===== config.mk =====
export PLATFORM = sky130hd
export DESIGN_NAME = clint_top
export DESIGN_NICKNAME = d
export VERILOG_FILES = /design/src/clint_pkg.sv /design/src/clint_bus_port.sv /design/src/mtime_counter.sv /design/src/hart_timer_regs.sv /design/src/clint_top.sv
export SDC_FILE = /design/constraint.sdc
export NUM_CORES = 1
export LEC_CHECK = 0
export BUFFER_PORTS_ARGS = -buffer_cell sky130_fd_sc_hd__buf_2
export CAP_MARGIN = 20
export CORE_ASPECT_RATIO = 1.75
export CORE_UTILIZATION = 36
export CTS_CLUSTER_DIAMETER = 100
export DETAILED_ROUTE_END_ITERATION = 16
export GPL_ROUTABILITY_DRIVEN = 0
export SYNTH_ARGS = -nofsm -noshare
export SYNTH_HDL_FRONTEND = slang
export SYNTH_SLANG_ARGS = --single-unit

===== constraint.sdc =====
create_clock -name clk -period 3.2 [get_ports clk]
set_input_delay 0.16 -clock clk [delete_from_list [all_inputs] [get_ports clk]]
set_output_delay 0.16 -clock clk [all_outputs]
set_load 0.005 [all_outputs]

===== src/clint_pkg.sv =====
`default_nettype none

package clint_pkg;

  // ========================================
  // Bus encodings and address map
  // ========================================

  // Access size as carried on the request bus
  typedef enum logic [2:0] {
    SIZE_BYTE   = 3'd0,
    SIZE_HALF   = 3'd1,
    SIZE_WORD   = 3'd2,
    SIZE_DOUBLE = 3'd3
  } access_size_e;

  // Register region hit by a decoded offset
  typedef enum logic [1:0] {
    REGION_MSIP,
    REGION_MTIMECMP,
    REGION_MTIME,
    REGION_NONE
  } region_e;

  // Hart index pulled from the offset
  typedef logic [11:0] hart_idx_t;

  // Offsets inside the 64 KiB window
  localparam logic [15:0] MSIP_BASE     = 16'h0000;
  localparam logic [15:0] MTIMECMP_BASE = 16'h4000;
  localparam logic [15:0] MTIME_ADDR    = 16'hBFF8;

  // ========================================
  // Bus and write-broadcast structs
  // ========================================

  typedef struct packed {
    logic         valid;
    logic         we;
    access_size_e size;
    logic [15:0]  addr;
    logic [63:0]  wdata;
  } clint_req_t;

  typedef struct packed {
    logic        ready;
    logic [63:0] rdata;
  } clint_rsp_t;

  // Decoded write, data already sits in its byte lanes
  typedef struct packed {
    logic        strobe;
    region_e     region;
    hart_idx_t   hart;
    logic [7:0]  byte_mask;
    logic [63:0] data;
  } clint_wr_t;

  // ========================================
  // Byte-lane helpers
  // ========================================

  // Byte enables for a little-endian access of the given size
  function automatic logic [7:0] lane_mask(input access_size_e size, input logic [2:0] lo);
    logic [7:0] mask;
    case (size)
      SIZE_DOUBLE: mask = 8'hFF;
      // Upper or lower word by bit 2
      SIZE_WORD:   mask = lo[2] ? 8'hF0 : 8'h0F;
      // Lane pair picked by bits 2 and 1
      SIZE_HALF:   mask = 8'h03 << {lo[2:1], 1'b0};
      SIZE_BYTE:   mask = 8'h01 << lo;
      default:     mask = 8'h00;
    endcase
    return mask;
  endfunction

  // Replace the enabled bytes of old_val with those of new_val
  function automatic logic [63:0] lane_merge(input logic [63:0] old_val,
                                             input logic [63:0] new_val,
                                             input logic [7:0]  mask);
    logic [63:0] result;
    result = old_val;
    for (int b = 0; b < 8; b++) begin
      if (mask[b]) begin
        result[b*8 +: 8] = new_val[b*8 +: 8];
      end
    end
    return result;
  endfunction

endpackage

`default_nettype wire


===== src/clint_bus_port.sv =====
`timescale 1ns/10ps
`default_nettype none

module clint_bus_port #(
  parameter int NUM_HARTS = 1
) (
  input  wire                  clk,
  input  wire                  reset_n,
  input  clint_pkg::clint_req_t req,
  input  wire  [63:0]          mtime,
  input  wire  [63:0]          cmp_rdata,
  input  wire                  msip_rdata,
  output clint_pkg::clint_wr_t  wr,
  output clint_pkg::hart_idx_t  rd_hart,
  output clint_pkg::clint_rsp_t rsp
);

  // ========================================
  // Offset decode
  // ========================================

  clint_pkg::region_e   region;
  clint_pkg::hart_idx_t hart;
  logic [15:0]          msip_off;
  logic [15:0]          cmp_off;
  logic [63:0]          rd_value;

  always_comb begin
    region   = clint_pkg::REGION_NONE;
    hart     = '0;
    // Byte offsets relative to each array base
    msip_off = req.addr - clint_pkg::MSIP_BASE;
    cmp_off  = req.addr - clint_pkg::MTIMECMP_BASE;
    // Shared counter owns the top aligned doubleword
    if (req.addr[15:3] == clint_pkg::MTIME_ADDR[15:3]) begin
      region = clint_pkg::REGION_MTIME;
    end else if (req.addr >= clint_pkg::MTIMECMP_BASE) begin
      // 8 bytes per hart
      region = clint_pkg::REGION_MTIMECMP;
      hart   = cmp_off[14:3];
    end else begin
      // 4 bytes per hart
      region = clint_pkg::REGION_MSIP;
      hart   = msip_off[13:2];
    end
    // Harts past the count fall into unmapped space
    if (region != clint_pkg::REGION_MTIME && int'(hart) >= NUM_HARTS) begin
      region = clint_pkg::REGION_NONE;
    end
  end

  // Register blocks read combinationally for the decoded hart
  assign rd_hart = hart;

  // ========================================
  // Write broadcast
  // ========================================

  always_comb begin
    wr.strobe    = req.valid && req.we && (region != clint_pkg::REGION_NONE);
    wr.region    = region;
    wr.hart      = hart;
    wr.byte_mask = clint_pkg::lane_mask(req.size, req.addr[2:0]);
    // Move low-order write data up to its byte lane
    wr.data      = req.wdata << {req.addr[2:0], 3'b000};
  end

  // ========================================
  // Read select and registered response
  // ========================================

  always_comb begin
    rd_value = 64'h0;
    // Writes and idle cycles return zero
    if (req.valid && !req.we) begin
      case (region)
        clint_pkg::REGION_MSIP:     rd_value = {63'h0, msip_rdata};
        clint_pkg::REGION_MTIMECMP: rd_value = cmp_rdata;
        clint_pkg::REGION_MTIME:    rd_value = mtime;
        default:                    rd_value = 64'h0;
      endcase
    end
  end

  // One-cycle response, no wait states
  always_ff @(posedge clk or negedge reset_n) begin
    if (!reset_n) begin
      rsp.ready <= 1'b0;
      rsp.rdata <= 64'h0;
    end else begin
      rsp.ready <= req.valid;
      rsp.rdata <= rd_value;
    end
  end

endmodule

`default_nettype wire


===== src/mtime_counter.sv =====
`timescale 1ns/10ps
`default_nettype none

module mtime_counter #(
  parameter int MTIME_PRESCALER = 10
) (
  input  wire                  clk,
  input  wire                  reset_n,
  input  clint_pkg::clint_wr_t wr,
  output logic [63:0]          mtime
);

  // ========================================
  // Prescaler
  // ========================================

  // At least one bit even for a divide-by-one setting
  localparam int CNT_W = (MTIME_PRESCALER > 1) ? $clog2(MTIME_PRESCALER) : 1;
  localparam logic [CNT_W-1:0] CNT_LAST = CNT_W'(MTIME_PRESCALER - 1);

  logic [CNT_W-1:0] pre_cnt;
  logic             mtime_wr;
  logic             tick;

  // Counter write from the bus
  assign mtime_wr = wr.strobe && (wr.region == clint_pkg::REGION_MTIME);

  // Last cycle of a prescaler period
  assign tick = (pre_cnt == CNT_LAST);

  // ========================================
  // Time counter
  // ========================================

  always_ff @(posedge clk or negedge reset_n) begin
    if (!reset_n) begin
      mtime   <= 64'h0;
      pre_cnt <= '0;
    end else if (mtime_wr) begin
      // Software load, restart the period
      mtime   <= clint_pkg::lane_merge(mtime, wr.data, wr.byte_mask);
      pre_cnt <= '0;
    end else if (tick) begin
      mtime   <= mtime + 64'h1;
      pre_cnt <= '0;
    end else begin
      pre_cnt <= pre_cnt + 1'b1;
    end
  end

endmodule

`default_nettype wire


===== src/hart_timer_regs.sv =====
`timescale 1ns/10ps
`default_nettype none

module hart_timer_regs #(
  parameter int NUM_HARTS = 1
) (
  input  wire                  clk,
  input  wire                  reset_n,
  input  clint_pkg::clint_wr_t wr,
  input  clint_pkg::hart_idx_t rd_hart,
  input  wire  [63:0]          mtime,
  output logic [63:0]          cmp_rdata,
  output logic                 msip_rdata,
  output logic [NUM_HARTS-1:0] mti,
  output logic [NUM_HARTS-1:0] msi
);

  // ========================================
  // Per-hart state
  // ========================================

  logic [63:0]          mtimecmp [NUM_HARTS];
  logic [NUM_HARTS-1:0] msip;
  logic                 cmp_region;
  logic                 msip_region;

  // Region hits shared by every hart
  assign cmp_region  = wr.strobe && (wr.region == clint_pkg::REGION_MTIMECMP);
  assign msip_region = wr.strobe && (wr.region == clint_pkg::REGION_MSIP);

  genvar g;
  generate
    for (g = 0; g < NUM_HARTS; g++) begin : gen_hart
      // Odd harts sit in the upper word of the doubleword
      localparam int MSIP_LANE = (g % 2) * 4;

      logic cmp_hit;
      logic msip_hit;

      assign cmp_hit  = cmp_region && (int'(wr.hart) == g);
      // Low byte of the hart's own word carries the pending bit
      assign msip_hit = msip_region && (int'(wr.hart) == g) && wr.byte_mask[MSIP_LANE];

      // Compare register, all ones keeps the timer quiet
      always_ff @(posedge clk or negedge reset_n) begin
        if (!reset_n) begin
          mtimecmp[g] <= '1;
        end else if (cmp_hit) begin
          mtimecmp[g] <= clint_pkg::lane_merge(mtimecmp[g], wr.data, wr.byte_mask);
        end
      end

      // Software interrupt pending bit
      always_ff @(posedge clk or negedge reset_n) begin
        if (!reset_n) begin
          msip[g] <= 1'b0;
        end else if (msip_hit) begin
          msip[g] <= wr.data[MSIP_LANE*8];
        end
      end

      // Timer fires while time has reached the compare value
      assign mti[g] = (mtime >= mtimecmp[g]);
    end
  endgenerate

  assign msi = msip;

  // ========================================
  // Read selection
  // ========================================

  // Out-of-range index yields zero, the bus port masks it anyway
  always_comb begin
    cmp_rdata  = 64'h0;
    msip_rdata = 1'b0;
    for (int h = 0; h < NUM_HARTS; h++) begin
      if (int'(rd_hart) == h) begin
        cmp_rdata  = mtimecmp[h];
        msip_rdata = msip[h];
      end
    end
  end

endmodule

`default_nettype wire


===== src/clint_top.sv =====
`timescale 1ns/10ps
`default_nettype none

module clint_top #(
  parameter int NUM_HARTS       = 1,
  parameter int MTIME_PRESCALER = 10
) (
  input  wire                   clk,
  input  wire                   reset_n,
  input  clint_pkg::clint_req_t req,
  output clint_pkg::clint_rsp_t rsp,
  output logic [NUM_HARTS-1:0]  mti,
  output logic [NUM_HARTS-1:0]  msi
);

  // ========================================
  // Internal nets
  // ========================================

  // Decoded write, seen by both register blocks
  clint_pkg::clint_wr_t wr;
  clint_pkg::hart_idx_t rd_hart;
  logic [63:0]          mtime;
  logic [63:0]          cmp_rdata;
  logic                 msip_rdata;

  // Decode and response
  clint_bus_port #(
    .NUM_HARTS (NUM_HARTS)
  ) u_clint_bus_port (
    .clk        (clk),
    .reset_n    (reset_n),
    .req        (req),
    .mtime      (mtime),
    .cmp_rdata  (cmp_rdata),
    .msip_rdata (msip_rdata),
    .wr         (wr),
    .rd_hart    (rd_hart),
    .rsp        (rsp)
  );

  // Shared time base
  mtime_counter #(
    .MTIME_PRESCALER (MTIME_PRESCALER)
  ) u_mtime_counter (
    .clk     (clk),
    .reset_n (reset_n),
    .wr      (wr),
    .mtime   (mtime)
  );

  // Compare and software interrupt registers
  hart_timer_regs #(
    .NUM_HARTS (NUM_HARTS)
  ) u_hart_timer_regs (
    .clk        (clk),
    .reset_n    (reset_n),
    .wr         (wr),
    .rd_hart    (rd_hart),
    .mtime      (mtime),
    .cmp_rdata  (cmp_rdata),
    .msip_rdata (msip_rdata),
    .mti        (mti),
    .msi        (msi)
  );

endmodule

`default_nettype wire


* After elaboration in Yosys (flattened, before gate mapping)
Cells that the tools add are included. W data, S select, Z words.
Cells by class: reduce and logical (&&, ||, !) cells 31, magnitude comparators 3, bitwise logic cells 0, equal/unequal tests 17, multiply operators 0, div/mod/pow operators 0, shifts and indexed selects 3, add/sub/neg operators 3, mux-type cells 23
Operators by type and width (count):
- $mux W64 | 4
- $pmux W64 S3 | 1
- $mux W8 | 9
- $add A64 B1 Y64 const B | 1
- $ge A64 B64 Y1 | 1
- $shl A64 B6 Y64 | 1
- $pmux W8 S4 | 1
- $reduce_and A2 Y1 | 16
- $mux W12 | 2
- $ne A2 B2 Y1 const B | 9
- $ge A16 B15 Y1 const B | 1
- $sub A15 B15 Y15 const B | 1
- $eq A13 B13 Y1 const B | 1
- $ge A12 B1 Y1 const B | 1
- $logic_not A12 Y1 | 1
- $logic_and A1 B1 Y1 | 10
- $mux W4 | 2
- $shl A1 B3 Y8 const A | 1
- $shl A2 B3 Y8 const A | 1
- $eq A3 B2 Y1 const B | 2
- $add A4 B1 Y4 const B | 1
- $eq A4 B4 Y1 const B | 1
- $mux W2 | 2
- $eq A3 B1 Y1 const B | 1
- 8 further kinds | 9
Storage, ports and cells: input port bits 87, memories 0, ROM bits 0, register bits after elaboration 198, memory bits (writable) 0, bits in latches 0

* Longest topological paths before layout
depth in word-level cells 11, gate-level depth with buffers 12, depth with buffers taken out 9

* Cells and area by module
From an unflattened synthesis, not the netlist that was laid out.
Second synthesis, totals: cells, all modules 1558, area, all modules 13919.6 µm²
By module, submodules not included:
- mtime_counter | seq. area each 1701.6 µm², instances 1, cells an instance 598, area an instance 4778.3 µm²
- hart_timer_regs | seq. area each 1706.6 µm², instances 1, cells an instance 447, area an instance 4611.9 µm²
- clint_bus_port | seq. area each 1626.6 µm², instances 1, cells an instance 513, area an instance 4529.3 µm²

* Worst setup path after synthesis
Ideal clock, no wire load.
kind register to register, start reg u_mtime_counter.pre_cnt[1], end reg u_mtime_counter.mtime[9], library setup time 96 ps, setup slack 935 ps, arrival 2169 ps, cell stages (with the launch flop) 12, period minus slack after synthesis 2265 ps, path buffers 2, cell sequence dfrtp_1 inv_1 ha_1 nand2_1 or2_0 clkbuf_1 a21o_1 buf_2 nor3_1 and3_1 mux2_2 o31ai_1
On the way: word-level cells in the longest chain between the ends 3
Ends and longest elaborated chain:
- start, declared | RTL line mtime_counter.sv:21 | logic [CNT_W-1:0] pre_cnt;
- start signal, assigned | RTL line mtime_counter.sv:47 | pre_cnt <= pre_cnt + 1'b1;
- $eq A4 B4 Y1 | RTL line mtime_counter.sv:29 | assign tick = (pre_cnt == CNT_LAST);
- $reduce_bool A2 Y1 (no source line)
- $reduce_and A2 Y1 (no source line)
- end signal, assigned | RTL line mtime_counter.sv:41 | mtime <= clint_pkg::lane_merge(mtime, wr.data, wr.byte_mask);
- end signal, assigned | RTL line mtime_counter.sv:44 | mtime <= mtime + 64'h1;
- end, declared | RTL line mtime_counter.sv:10 | output logic [63:0] mtime
No other way between the ends. A chain may end at the register's enable or synchronous reset.

* Final worst setup path
start reg u_hart_timer_regs.mtimecmp[27] (netlist bit), end out mti
On the way: word-level cells in the longest chain between the ends 1
Ends and longest elaborated chain:
- start, declared | RTL line hart_timer_regs.sv:22 | logic [63:0] mtimecmp [NUM_HARTS];
- start signal, assigned by index | RTL line hart_timer_regs.sv:49 | mtimecmp[g] <= clint_pkg::lane_merge(mtimecmp[g], wr.data, wr.byte_mask);
- $ge A64 B64 Y1 | RTL line hart_timer_regs.sv:63 | assign mti[g] = (mtime >= mtimecmp[g]);
- end, declared | RTL line clint_top.sv:12 | output logic [NUM_HARTS-1:0] mti,
No other way between the ends.

==> metrics <==
share of the synthesized area in the top cell type=26.8%; worst clock skew=16.3 ps; die height=249 um; Buf+Inv Stages, Crit Path=2; power density cells=382 mW/mm2; I/O Buffers=153; cell count after synthesis=1,405; Starting Density=36.5%; Root Driver=clkbuf_16; met3 WL=2750 um; period utilization=100%; CTS tree=yes; Crit. End Element=primary output; vias in the first global route=11,800; Main synth FF type=dfrtp_1; placed cell count=1,999; Vias=12,000; RSZ-0062 raised after global routing=false; most frequent cells in the layout=nor2_1, buf_2, nand2_1; post-route ant nets=0; slack of the critical path=-0.789 ps; final setup vio count=1; grt ovf=0; critical path cell sequence=inv_1 > ha_1 > nand4_1 > nor4_4 > nand2_2 > a211oi_4 > nor4b_1 > a41oi_1 > buf_2; Total GRT Usage=26.7%; Tmin final=3200 ps; CTS clock-pin slew for the worst setup and hold paths=70 ps; synthesized flop and latch total=198; Synth Warn #=0; Synth area leaders=dfrtp_1, dfstp_2, ha_1, nor2_1, a21oi_1; minimum hold slack=18.5 ps; CP delay by family, top=simple AND/OR/NAND/NOR gates; Layout Utilization=42.9%; layout cells sized above 1=24.2%; Core ar.=0.0343 mm2; crit path max fanout=3; max-cap viol count=0; met2 WL post-DR=23,100 um; post-synth top area cell=dfrtp_1; largest family of logic cells by synthesized area=simple AND/OR/NAND/NOR gates; crit start category=flop; Net count, final=1,719; WL final=46,200 um; clk sink count=198; Fillers=3,455; Routed WL per cell=22.6 um; critical path data required time=3040 ps; Residual DRC=1; Cell Rows=90; DR vias/cell=5.87; simple-gate share of the synthesized area=19.6%; worst hold path type=primary input to flop; post-synthesis compound-gate area fraction=19.4%; Post-Synthesis Net Count=1,559; CP arrival=3040 ps; violated checks=DRC, setup timing; kind of critical path=flop to primary output; Layout Cells excl Fill=2,039; slowest stage cell, crit path=dfstp_2; H-tree Lvls=4; Async S/R FF share, synth=100%; I/O pins=154; most common cell after layout, fill and taps aside=nor2_1; Worst-Margin Slew=980 ps; largest net degree at the start of global routing=87; Syn Area/Cell=8.92 um2; cts bufs inserted=17; Rel. slew slack=34.4%; initial antenna violation count=1; Worst path max stage delay=540 ps; Cell Area, Synth=0.0125 mm2; final hold vios=0; wl on met1=16,600 um; worst vdd ir=0.000386 V; FMAX=312 MHz; top sig layer=met4; mux contribution to synthesized area=8.91%; TritonRoute pass-1 iters=12; setup tns final=-0.789 ps; area grow syn2layout=17.6%; number of flops mapped to enable cells by yosys=0; post-synthesis adder-cell area fraction=6.69%; Post-DP HPWL=35,400 um; DP Worst Slack=173 ps; initial drt markers=1,081; clock buffer depth=2; first-pass GRT wire length=69,900 um; Die Wd=143 um; Distinct cells, synth=75; register area share after synthesis=40.2%; clk_lat worst skew=480 ps; die area=0.0356 mm2; Pins Over Slew Limit=0; P_leak=6.38 nW; XOR/XNOR share of the synthesized area=0.210%; status=finished with violations
-- metal layers --
metal	track usage, %	vias to the layer above
met5	0	-
met4	20.7	0
met3	3.84	157
met2	45.3	543
met1	29.5	5827
li1	-	5451
-- through the flow --
| stage | power, W | area [um2] |
|---|---|---|
| after floorplan | 0.00307 | 12500 |
| after global placement | 0.00345 | 14000 |
| after detailed placement | 0.00346 | 14000 |
| after CTS | 0.00565 | 14700 |
| after global routing | 0.00584 | 14700 |
| final | 0.00563 | 14700 |
-- report_power, final --
group	internal (W)	switching (W)
Clock	0.00113	0.00106
Combinational	0.000294	0.000489
Sequential	0.00257	0.0000876
-- worst register-to-register path, cell delays in order (launching register included) --
cell and delay [ps]:
dfrtp_1 410, inv_1 60, ha_1 130, nand2_1 60, or2_0 380, a21oi_2 650, nand2_1 160, nor4_1 400
mux2i_1 240, o21a_1 130
-- cells in the mapped netlist, types with 3 or more instances --
cell,count
and2_1,9
mux4_2,16
buf_1,15
nand3_2,3
nand3_1,43
nand4_1,32
a211oi_1,24
or3_1,4
a31o_2,3
a31oi_1,4
clkbuf_1,47
nor4_1,8
a221oi_1,7
mux2i_1,44
dfrtp_1,134
dfstp_2,64
nor3_1,35
nand2b_1,14
or2_2,4
o221ai_1,5
o31ai_1,17
ha_1,67
a22oi_1,68
buf_2,16
o22ai_1,11
nor2_1,159
and3_1,12
o21ai_1,5
and4_1,7
o21a_1,3
inv_1,73
o41ai_1,3
o311ai_1,4
a21o_1,3
nand2_1,140
o32ai_1,5
mux2_1,4
nor2b_1,16
o211ai_1,12
or2_0,3
a21oi_1,112
o21ai_0,83
mux2_2,24
-- state kept, by name (all words and copies together), names as in the netlist --
signal	cells
u_clint_bus_port.rsp	65
u_hart_timer_regs.msi	1
u_hart_timer_regs.mtimecmp	64
u_mtime_counter.mtime	64
u_mtime_counter.pre_cnt	4
-- repair_timing --
item,4_1_cts,5_1_grt
hold buffers,5,0
gates resized for setup,3,6
hold endpoints to repair,60,0
setup endpoints to repair,1,1
pin swaps,1,6
setup buffers,0,1
-- path summary, 6_finish.rpt --
kind                       depth (start not counted)  slack, ps                            from                        endpoint
setup / recovery                                   9       -0.8  u_hart_timer_regs.mtimecmp[27]                             mti
max in group asynchronous                          3       1890                         reset_n  u_hart_timer_regs.mtimecmp[27]
min in group asynchronous                          2        280                         reset_n        u_clint_bus_port.rsp[49]
setup reg to reg                                   9        540      u_mtime_counter.pre_cnt[1]       u_mtime_counter.mtime[63]
hold / removal                                     3         20                          req[3]   u_hart_timer_regs.mtimecmp[3]
hold reg to reg                                    2        490  u_hart_timer_regs.mtimecmp[33]  u_hart_timer_regs.mtimecmp[33]
-- cell families after synthesis --
logic type,count (synthesis)
AOI/OAI and AO/OA,386
xor gates and xnor gates,3
adders and majority gates,67
buffers and inverters,155
DFF,198
muxes,88
and+or+nand+nor,508
-- final cells by class --
class                   count  area, um2  area share [%]
multi-input cells        1052       6940            47.1
flip-flops and latches    198       5030            34.2
repair buffers            222       1320            8.96
well taps                 460        576            3.91
clock buffers              21        460            3.13
inverters                  74        278            1.89
clock inverters            11        115           0.782
diodes                      1       2.50          0.0170
(Power assumes the default switching activity.)
